## config.mk

```make
export PLATFORM = sky130hd
export DESIGN_NAME = operand_unit
export DESIGN_NICKNAME = d
export VERILOG_FILES = /design/src/common/ncpu_pkg.sv /design/src/logic/operand_unit.sv /design/src/regfile/operand_fetch.sv /design/src/regfile/regfile.sv /design/src/logic/sdpram_sclk.sv
export SDC_FILE = /design/constraint.sdc
export NUM_CORES = 1
export LEC_CHECK = 0
export ABC_CLOCK_PERIOD_IN_PS = 2600
export BUFFER_PORTS_ARGS = -buffer_cell sky130_fd_sc_hd__clkbuf_2
export CORE_UTILIZATION = 37
export CTS_CLUSTER_DIAMETER = 150
export DETAILED_ROUTE_END_ITERATION = 10
export PLACE_DENSITY = 0.53
export SLEW_MARGIN = 20
export SYNTH_ARGS = -nofsm -noshare
export SYNTH_HDL_FRONTEND = slang
export SYNTH_SLANG_ARGS = --single-unit
export TNS_END_PERCENT = 100
```

## constraint.sdc

```tcl
create_clock -name clk -period 2.6 [get_ports clk]
set_input_delay 0.65 -clock clk [delete_from_list [all_inputs] [get_ports clk]]
set_output_delay 0.65 -clock clk [all_outputs]
set_load 0.01 [all_outputs]
```

## src/common/ncpu_pkg.sv

```systemverilog
////////////////////
// Shared definitions for the register-file read stage.
// Holds the data and index widths, the opcode encoding and the
// structs that carry issued instructions, fetched operands and
// writeback requests between the blocks.
////////////////////

package ncpu_pkg;

   // Data path width of the core.
   localparam int xlen = 32;

   // Register index width, giving 32 architectural registers.
   localparam int rf_aw = 5;

   // Opcode classes as seen by the read stage.
   // The stage never decodes them and only passes them downstream.
   typedef enum logic [2:0] {
      op_nop    = 3'd0,
      op_alu    = 3'd1,
      op_load   = 3'd2,
      op_store  = 3'd3,
      op_branch = 3'd4
   } op_e;

   // Architectural register index.
   typedef logic [rf_aw-1:0] reg_idx_t;

   // Decoded instruction as handed over by the issue stage.
   // Two source registers and one destination.
   typedef struct packed {
      op_e      opcode;
      reg_idx_t rs1;
      reg_idx_t rs2;
      reg_idx_t rd;
   } issue_t;

   // Instruction with both source values filled in.
   typedef struct packed {
      op_e             opcode;
      reg_idx_t        rd;
      logic [xlen-1:0] rs1_val;
      logic [xlen-1:0] rs2_val;
   } operand_t;

   // Result written back into the register file.
   // Nothing happens in a cycle where we is low.
   typedef struct packed {
      logic            we;
      reg_idx_t        rd;
      logic [xlen-1:0] data;
   } wb_t;

endpackage
```

## src/logic/operand_unit.sv

```systemverilog
////////////////////
// Register-file read stage, top level.
// Connects the operand fetch stage to the register file.
////////////////////

module operand_unit (
   input  logic               clk,
   input  logic               rst_n,

   // Issue handshake.
   input  ncpu_pkg::issue_t   issue,
   input  logic               issue_valid,
   output logic               issue_ready,

   // Output to the next stage and its hold.
   input  logic               hold,
   output ncpu_pkg::operand_t operand,
   output logic               operand_valid,

   // Writeback port.
   input  ncpu_pkg::wb_t      wb
);

   import ncpu_pkg::*;

   // Read port between the fetch stage and the register file.
   reg_idx_t        raddr_a;
   reg_idx_t        raddr_b;
   logic            re;
   logic [xlen-1:0] rdata_a;
   logic [xlen-1:0] rdata_b;

   operand_fetch u_operand_fetch (
      .clk           (clk),
      .rst_n         (rst_n),
      .issue         (issue),
      .issue_valid   (issue_valid),
      .issue_ready   (issue_ready),
      .hold          (hold),
      .raddr_a       (raddr_a),
      .raddr_b       (raddr_b),
      .re            (re),
      .rdata_a       (rdata_a),
      .rdata_b       (rdata_b),
      .operand       (operand),
      .operand_valid (operand_valid)
   );

   // Writeback goes straight into the register file.
   regfile u_regfile (
      .clk     (clk),
      .rst_n   (rst_n),
      .raddr_a (raddr_a),
      .raddr_b (raddr_b),
      .re      (re),
      .wb      (wb),
      .rdata_a (rdata_a),
      .rdata_b (rdata_b)
   );

endmodule

```

## src/regfile/operand_fetch.sv

```systemverilog
////////////////////
// Operand fetch pipeline stage.
// Takes one issued instruction per cycle, starts both register reads
// and presents the instruction with its operands one cycle later.
// A downstream hold freezes the output.
////////////////////

module operand_fetch (
   input  logic                      clk,
   input  logic                      rst_n,

   // Issue side.
   input  ncpu_pkg::issue_t          issue,
   input  logic                      issue_valid,
   output logic                      issue_ready,

   // Downstream back-pressure.
   input  logic                      hold,

   // Register file read port.
   output ncpu_pkg::reg_idx_t        raddr_a,
   output ncpu_pkg::reg_idx_t        raddr_b,
   output logic                      re,
   input  logic [ncpu_pkg::xlen-1:0] rdata_a,
   input  logic [ncpu_pkg::xlen-1:0] rdata_b,

   // Output to the next stage.
   output ncpu_pkg::operand_t        operand,
   output logic                      operand_valid
);

   import ncpu_pkg::*;

   // Control fields that travel with the read.
   op_e      opcode_q;
   reg_idx_t rd_q;
   logic     valid_q;

   // Stage advances whenever downstream does not hold.
   logic advance;

   assign advance = !hold;

   // The stage is one deep and always drains unless held.
   // So it can take a new instruction exactly when it advances.
   assign issue_ready = advance;

   // Read addresses come straight from the issue fields.
   assign raddr_a = issue.rs1;
   assign raddr_b = issue.rs2;

   // The reads run every cycle the stage advances.
   // A read during a bubble is harmless since valid_q marks it empty.
   // Keeping re low under hold is what keeps the RAM outputs frozen.
   assign re = advance;

   // Opcode and destination are captured in the same cycle as the reads.
   // They line up with the RAM read data one cycle later.
   always_ff @(posedge clk or negedge rst_n) begin
      if (!rst_n) begin
         opcode_q <= op_nop;
         rd_q     <= '0;
         valid_q  <= 1'b0;
      end else if (advance) begin
         opcode_q <= issue.opcode;
         rd_q     <= issue.rd;
         valid_q  <= issue_valid;
      end
   end

   // Register values are taken directly from the register file.
   // Its read registers hold still under hold as well.
   // A write during a hold lands in the array only, not in the held word.
   always_comb begin
      operand.opcode  = opcode_q;
      operand.rd      = rd_q;
      operand.rs1_val = rdata_a;
      operand.rs2_val = rdata_b;
   end

   assign operand_valid = valid_q;

endmodule

```

## src/regfile/regfile.sv

```systemverilog
////////////////////
// Register file with two read ports and one write port.
// Built from two RAM cells that share the write port.
// Register 0 reads as zero and ignores writes.
////////////////////

module regfile (
   input  logic                      clk,
   input  logic                      rst_n,
   input  ncpu_pkg::reg_idx_t        raddr_a,
   input  ncpu_pkg::reg_idx_t        raddr_b,
   input  logic                      re,
   input  ncpu_pkg::wb_t             wb,
   output logic [ncpu_pkg::xlen-1:0] rdata_a,
   output logic [ncpu_pkg::xlen-1:0] rdata_b
);

   import ncpu_pkg::*;

   // Write enable with register 0 taken out.
   logic wr_en;

   // Raw words from the two RAM cells.
   logic [xlen-1:0] ram_a;
   logic [xlen-1:0] ram_b;

   // Set when the last read on a port addressed register 0.
   logic zero_a_q;
   logic zero_b_q;

   // A write to register 0 never reaches the array.
   // This also keeps the bypass from forwarding into register 0.
   assign wr_en = wb.we && (wb.rd != '0);

   // Port A cell.
   // Both cells see every write, so they always hold the same contents.
   sdpram_sclk #(
      .aw            (rf_aw),
      .dw            (xlen),
      .enable_bypass (1'b1),
      .clear_on_init (1'b0)
   ) u_ram_a (
      .clk   (clk),
      .rst_n (rst_n),
      .raddr (raddr_a),
      .re    (re),
      .waddr (wb.rd),
      .we    (wr_en),
      .din   (wb.data),
      .dout  (ram_a)
   );

   // Port B cell.
   sdpram_sclk #(
      .aw            (rf_aw),
      .dw            (xlen),
      .enable_bypass (1'b1),
      .clear_on_init (1'b0)
   ) u_ram_b (
      .clk   (clk),
      .rst_n (rst_n),
      .raddr (raddr_b),
      .re    (re),
      .waddr (wb.rd),
      .we    (wr_en),
      .din   (wb.data),
      .dout  (ram_b)
   );

   // The zero flags move with re, just like the RAM read registers.
   // They come out of reset set, so both ports read zero before any read.
   always_ff @(posedge clk or negedge rst_n) begin
      if (!rst_n) begin
         zero_a_q <= 1'b1;
         zero_b_q <= 1'b1;
      end else if (re) begin
         zero_a_q <= (raddr_a == '0);
         zero_b_q <= (raddr_b == '0);
      end
   end

   // Register 0 is masked here, whatever the array holds at that address.
   assign rdata_a = zero_a_q ? '0 : ram_a;
   assign rdata_b = zero_b_q ? '0 : ram_b;

endmodule

```

## src/logic/sdpram_sclk.sv

```systemverilog
////////////////////
// Simple dual-port synchronous RAM cell.
// One write port and one registered read port on a single clock.
// An optional bypass returns the write data when a read and a
// write hit the same address in the same cycle.
////////////////////

module sdpram_sclk #(
   parameter int aw            = 5,
   parameter int dw            = 32,
   parameter bit enable_bypass = 1'b1,
   parameter bit clear_on_init = 1'b1
) (
   input  logic          clk,
   input  logic          rst_n,
   input  logic [aw-1:0] raddr,
   input  logic          re,
   input  logic [aw-1:0] waddr,
   input  logic          we,
   input  logic [dw-1:0] din,
   output logic [dw-1:0] dout
);

   // Storage array, one word per address.
   logic [dw-1:0] mem [(1 << aw)];

   // Registered read word from the array.
   logic [dw-1:0] dout_q;

   // Simulation starts from a known all-zero array when requested.
   generate
      if (clear_on_init) begin : g_clear
         initial begin
            for (int i = 0; i < (1 << aw); i++) begin
               mem[i] = '0;
            end
         end
      end
   endgenerate

   // The write lands in the array on the clock edge.
   always @(posedge clk) begin
      if (we) begin
         mem[waddr] <= din;
      end
   end

   // The read port only moves when re is high.
   // With re low the last word stays on dout.
   always_ff @(posedge clk or negedge rst_n) begin
      if (!rst_n) begin
         dout_q <= '0;
      end else if (re) begin
         dout_q <= mem[raddr];
      end
   end

   generate
      if (enable_bypass) begin : g_bypass
         logic          bypass_q;
         logic [dw-1:0] din_q;

         // Write data is sampled with every read so that it is at hand
         // when the bypass flag selects it.
         always_ff @(posedge clk) begin
            if (re) begin
               din_q <= din;
            end
         end

         // The flag follows each read and keeps its value between reads.
         // A held read therefore still shows the forwarded word.
         always_ff @(posedge clk or negedge rst_n) begin
            if (!rst_n) begin
               bypass_q <= 1'b0;
            end else if (re) begin
               bypass_q <= we && (waddr == raddr);
            end
         end

         assign dout = bypass_q ? din_q : dout_q;
      end else begin : g_no_bypass
         // Same-cycle collisions return the old array word.
         assign dout = dout_q;
      end
   endgenerate

endmodule

```

* Word level (Yosys, flattened, before mapping)
Memories as Yosys holds them, arrays and structs flattened. A register that Yosys moved wholly into a read port is not among the register bits.
Cells that the tools add are included.
** Storage, ports and cells
- Logic and storage cells :: 29
- Input bits :: 60
- Memories :: 2
- Output and inout bits :: 74
- Register bits :: 45
- RAM bits :: 2048
** Cells by class
- Eq/ne operators :: 2
- Muxes and demuxes :: 6
- Reductions and logical operators :: 11
** Memory list
- u_regfile.u_ram_a.mem :: depth 32, width 32, read ports 1, clocked after Yosys merged registers in 1, write ports 1, line sdpram_sclk.sv:25 : logic [dw-1:0] mem [(1 << aw)];
- u_regfile.u_ram_b.mem :: depth 32, width 32, read ports 1, clocked after Yosys merged registers in 1, write ports 1, line sdpram_sclk.sv:25
** Operators by type and width (number)
- 2-to-1 mux 32 bit :: 4
- == test 5 bit :: 2
- logical NOT 5 bit :: 2
- logical NOT 1 bit :: 5
- nonzero test 5 bit :: 1
- logical AND 1 bit :: 3
- 2-to-1 mux 1 bit :: 2

* Depth between registers and ports, before layout
- Word-level depth :: 4
- Depth in mapped cells :: 9
- Depth with buffers taken out :: 4

* By module
A second synthesis with hierarchy kept.
** Second synthesis, totals
- Cells, all modules :: 4741
- Area total of the unflattened synthesis :: 86152.6 um2
** Modules (own cells, without submodules)
- sdpram_sclk :: area each 42339.4 um2, instances 2, sequential area each 32536.2 um2, cells each 2283
- operand_fetch :: area each 938.4 um2, instances 1, sequential area each 225.2 um2, cells each 95
- regfile :: area each 535.5 um2, instances 1, sequential area each 52.6 um2, cells each 80

* Least setup slack after synthesis
Ideal clock, no wire load.
- Path type :: input-to-reg
- Start point :: in wb[36] (netlist name)
- End point :: mem u_regfile.u_ram_b.mem[16][0], enable pin
- Path slack :: -0.616 ns
- Stages on the path :: 3
- Setup time :: 0.421 ns
- Arrival :: 2.795 ns
- Buffers on the path :: 1
- Data required time :: 2.179 ns
- Path through :: clkbuf_1 or3b_2 nor2_1
** On the way
- Word-level cells in the longest chain between the ends :: 4
** RTL lines
- start: declaration :: line operand_unit.sv:21 : input ncpu_pkg::wb_t wb
- nonzero test 5 bit :: line regfile.sv:33 : assign wr_en = wb.we && (wb.rd != '0);
- logical AND 1 bit :: line regfile.sv:33
- 2-to-1 mux 1 bit :: line sdpram_sclk.sv:43 : if (we) begin
- 2-to-1 mux 1 bit (implied by the code) :: line sdpram_sclk.sv:44 : mem[waddr] <= din;
- end: declaration :: line sdpram_sclk.sv:25
Several ways; a longest one is shown, not always the timed one.

==> impl_metrics.py <==
metrics = {
    "placed_design": {
        "hpwl_mm": 114.3,
        "gp_congestion": 0.8217,
        "numPortBuffers": 133,
        "placement.cell_area_mm2": 0.05774,
    },
    "finish": {
        "filler_cell_count": 12490,
        "multiInputGateArea_mm2": 0.01826,
        "post_route_cells_drive_above_1_share_pct": 20.93,
        "final_core_util_pct": 43.91,
        "regArea_mm2": 0.03365,
        "postLayoutCellArea_mm2": 0.06209,
        "layout_overhead_on_the_synthesized_area_pct": 17.96,
        "num-nets-final": 3715,
    },
    "setup_path": {
        "cp_slowest_cell": "dfrtp_4",
        "cell_chain_critical_path": "buf_4, buf_12, mux2i_4, nor2_1, clkbuf_2",
        "worst_ep_arrival_time_ns": 2.12,
        "critical_path_start_end_classification": "register to output port",
        "timing.critical_path.to_type": "output port",
        "start_kind": "register",
        "timing.reg2reg.worst_path_depth": 4,
        "worst-endpoint-required_ns": 1.95,
        "crit_path_max_fanout": 3,
        "worst_path_largest_cell_delay_ns": 0.53,
    },
    "route": {
        "post-route-drc-count": 0,
        "wirelength_met1_mm": 80.88,
        "detail_route.iter0.violations": 4170,
        "via_count": 34530,
        "dr_wl_met3_mm": 16.13,
        "highest_layer": "met5",
        "drt-total-wl_mm": 189.3,
        "vias_per_cell": 6.108,
        "drt-pass1-iter-count": 5,
        "wire_per_inst_um": 33.48,
        "wl_met2_mm": 86.73,
        "antenna_left": 0,
    },
    "min_path": {
        "min_delay_path_depth": 2,
        "holdCritPathClass": "primary input to register",
    },
    "global_route": {
        "globalRouteTotalUtil_pct": 26.05,
        "grt_max_degree": 69,
        "vias_in_the_first_global_route": 33960,
        "grt_antenna_before_repair": 9,
        "grt_first_pass_wirelength_mm": 260.9,
        "grt_overflow": 0,
    },
    "cts": {
        "tritoncts": "done",
        "numCtsBuffers": 120,
        "clock_tree_root": "clkbuf_16",
        "clock_tree.htree_level_count": 3,
        "cts.clk_slew.worst_paths_ns": 0.06,
        "clock_latency_ns": 0.76,
        "clock-sinks": 1133,
        "cts_buffer_depth": 3,
    },
    "logic_synthesis": {
        "mappedNetlistArea_mm2": 0.05264,
        "synth-adder-area-share_pct": 0,
        "postSynthCellCount": 3389,
        "synth.ff_latch_count": 1133,
        "post_synth_xor_area_fraction_pct": 0.1664,
        "yosysTopAreaCell": "edfxtp_1",
        "post_synth_and_or_nand_nor_area_fraction_pct": 4.571,
        "synthTopCellsByArea": "edfxtp_1, mux2i_1, mux4_2, a22oi_1, dfrtp_1",
        "async_flop_share_pct": 6.796,
        "synth-seq-area-share_pct": 63.91,
        "synth-main-ff-cell": "edfxtp_1",
        "synth_cell_types": 45,
        "synth-compound-area-share_pct": 7.145,
        "syn_area_per_cell_um2": 15.53,
        "synthMuxAreaShare_pct": 21.53,
        "synth-edff-count": 1056,
        "post_synth_top_area_share_pct": 60.24,
        "ys_warn_count": 0,
        "synth_top_family_by_area": "multiplexers",
    },
    "timing": {
        "finalMaxSlewViolations": 0,
        "layout_setup_ws_ns": -0.1749,
        "finalHoldViolCount": 0,
        "grt_setup_unrepaired": "true",
        "max_clock_freq_ghz": 0.3604,
        "aggregate_negative_setup_slack_ns": -3.984,
        "maximum_clock_skew_at_final_layout_ns": 0.01669,
        "worst_pin_slew_ns": 1.080,
        "period_needed_ns": 2.775,
        "finalCritPeriodShare_pct": 106.7,
        "slew_headroom_pct": 27.98,
        "setup-violations-final": 52,
    },
    "pwr": {
        "power.total_mw": 42.00,
        "ir_drop_mv": 0.6021,
        "power.static_leakage_nw": 22.14,
        "powerDensity_mw_per_mm2": 676.5,
    },
    "die": {
        "die_height_um": 379.2,
        "num_rows": 138,
        "initial_utilization_pct": 37.22,
        "die_width_um": 379.2,
        "core_area_mm2": 0.1414,
        "dieArea_mm2": 0.1438,
        "ios": 134,
    },
    "outcome": {
        "violations": "negative setup slack",
        "outcome": "complete, but fails checks",
    },
    "run": {
        "cap_viol_max_count": 0,
    },
}
==> through the flow <==
step	worst slack (ns)	hold slack, ns	cells
2_1_floorplan	-0.4973	0.3544	3420
3_3_place_gp	0.1387	0.4880	5405
3_5_place_dp	0.1327	0.4931	5405
4_1_cts	-0.2100	0.08051	5646
5_1_grt	-0.1744	0.1313	5651
6_report	-0.1749	0.1248	5653
==> final cells by class <==
| cell class | instances | area share (%) |
|---|---|---|
| flip-flops and latches | 1133 | 54.19 |
| clock buffers | 165 | 5.336 |
| diodes | 2 | 0.008060 |
| multi-input cells | 2015 | 29.41 |
| clock inverters | 63 | 0.9027 |
| repair buffers | 384 | 6.337 |
| well taps | 1890 | 3.808 |
| inverters | 1 | 0.006045 |
==> synth_stat cells (3+ instances only) <==
master,number
clkbuf_4,3
a211o_1,31
buf_6,11
nor2b_1,8
edfxtp_1,1056
nand4_1,63
buf_2,122
nand2_1,40
and2_1,36
mux2i_1,825
a22oi_1,349
mux2_2,9
clkbuf_1,94
buf_4,37
a22o_1,33
nor2_1,161
a21oi_1,64
dfrtp_1,75
nand3_1,162
o41ai_1,3
a31oi_1,31
xnor2_1,10
mux4_2,132
nand3b_1,6
==> worst max-delay path, delay by kind of cell (launching register included) <==
family        cells  cell delay (ns)
buf+inv           3             0.43
flops             1             0.53
mux               1             0.30
simple gates      1             0.09
==> power breakdown <==
part	leakage, nW	switching [mW]	internal [mW]
logic	9.76	2.63	1.61
registers	10.5	0.348	20.4
clock network	1.89	7.33	9.68
==> routing by layer <==
layer  up-vias  GRT usage, %
met1     18290         36.60
met4        10         8.163
met2      1733         40.93
li1      14220             -
met3       283         4.558
met5         -             0
==> placed cells by master (no fill, tap or decap), types with 6 or more instances in the layout <==
cell type | synthesis | routed
buf_12 | 0 | 103
dfrtp_1 | 75 | 73
nand4_1 | 63 | 63
nor2_4 | 1 | 38
bufinv_16 | 0 | 8
clkbuf_8 | 0 | 12
a31oi_1 | 31 | 31
nand3b_1 | 6 | 6
a21oi_1 | 64 | 64
mux4_2 | 132 | 132
buf_4 | 37 | 147
a22oi_1 | 349 | 349
xnor2_1 | 10 | 10
buf_2 | 122 | 23
nor2_2 | 1 | 8
conb_1 | 1 | 32
nor2_1 | 161 | 117
clkbuf_2 | 2 | 98
nor2b_4 | 0 | 8
mux2i_4 | 0 | 10
edfxtp_1 | 1056 | 1056
nand3_1 | 162 | 162
mux2i_1 | 825 | 810
buf_6 | 11 | 7
clkinv_1 | 0 | 22
mux2_2 | 9 | 9
clkbuf_1 | 94 | 32
a211o_1 | 31 | 31
and2_1 | 36 | 31
clkinv_2 | 0 | 22
a22o_1 | 33 | 33
nand2_1 | 40 | 40
clkbuf_16 | 0 | 121
==> state kept, by name (all words and copies together), names as in the netlist <==
register,count
u_operand_fetch.opcode_q,3
u_regfile.u_ram_a.g_bypass.din_q,32
u_regfile.u_ram_b.dout_q,32
u_regfile.zero_a_q,1
u_operand_fetch.operand_valid,1
u_regfile.u_ram_a.g_bypass.bypass_q,1
u_regfile.u_ram_b.mem,992
u_regfile.u_ram_b.g_bypass.bypass_q,1
u_regfile.u_ram_a.mem,32
u_operand_fetch.rd_q,5
u_regfile.u_ram_a.dout_q,32
u_regfile.zero_b_q,1
==> worst paths after layout <==
kind,slack (ns),startpoint,end
worst max-delay path,-0.17,u_regfile.u_ram_b.g_bypass.bypass_q,operand[12]
worst min-delay path,0.12,issue_valid,u_operand_fetch.operand_valid
worst max register to register,1.04,u_regfile.u_ram_b.mem[14][8],u_regfile.u_ram_a.dout_q[8]
worst min register to register,0.51,u_operand_fetch.rd_q[1],u_operand_fetch.rd_q[1]
max in group asynchronous,1.63,rst_n,u_regfile.u_ram_b.g_bypass.bypass_q
min in group asynchronous,0.34,rst_n,u_regfile.u_ram_a.dout_q[26]
==> repair_timing <==
action	CTS	global route
setup endpoints to repair	64	51
hold endpoints to repair	14	0
resized for setup	42	45
gates cloned	1	0
buffers inserted	12	6
hold buffers	1	0
pin swaps	5	8
==> cell families after synthesis <==
logic type,after synthesis
multiplexers,966
buffers and inverters,272
other,1
XOR/XNOR,10
flip-flops,1133
AO/OA/AOI/OAI,516
AND/OR/NAND/NOR,491
Note: power is estimated with default switching activity, not from simulation.
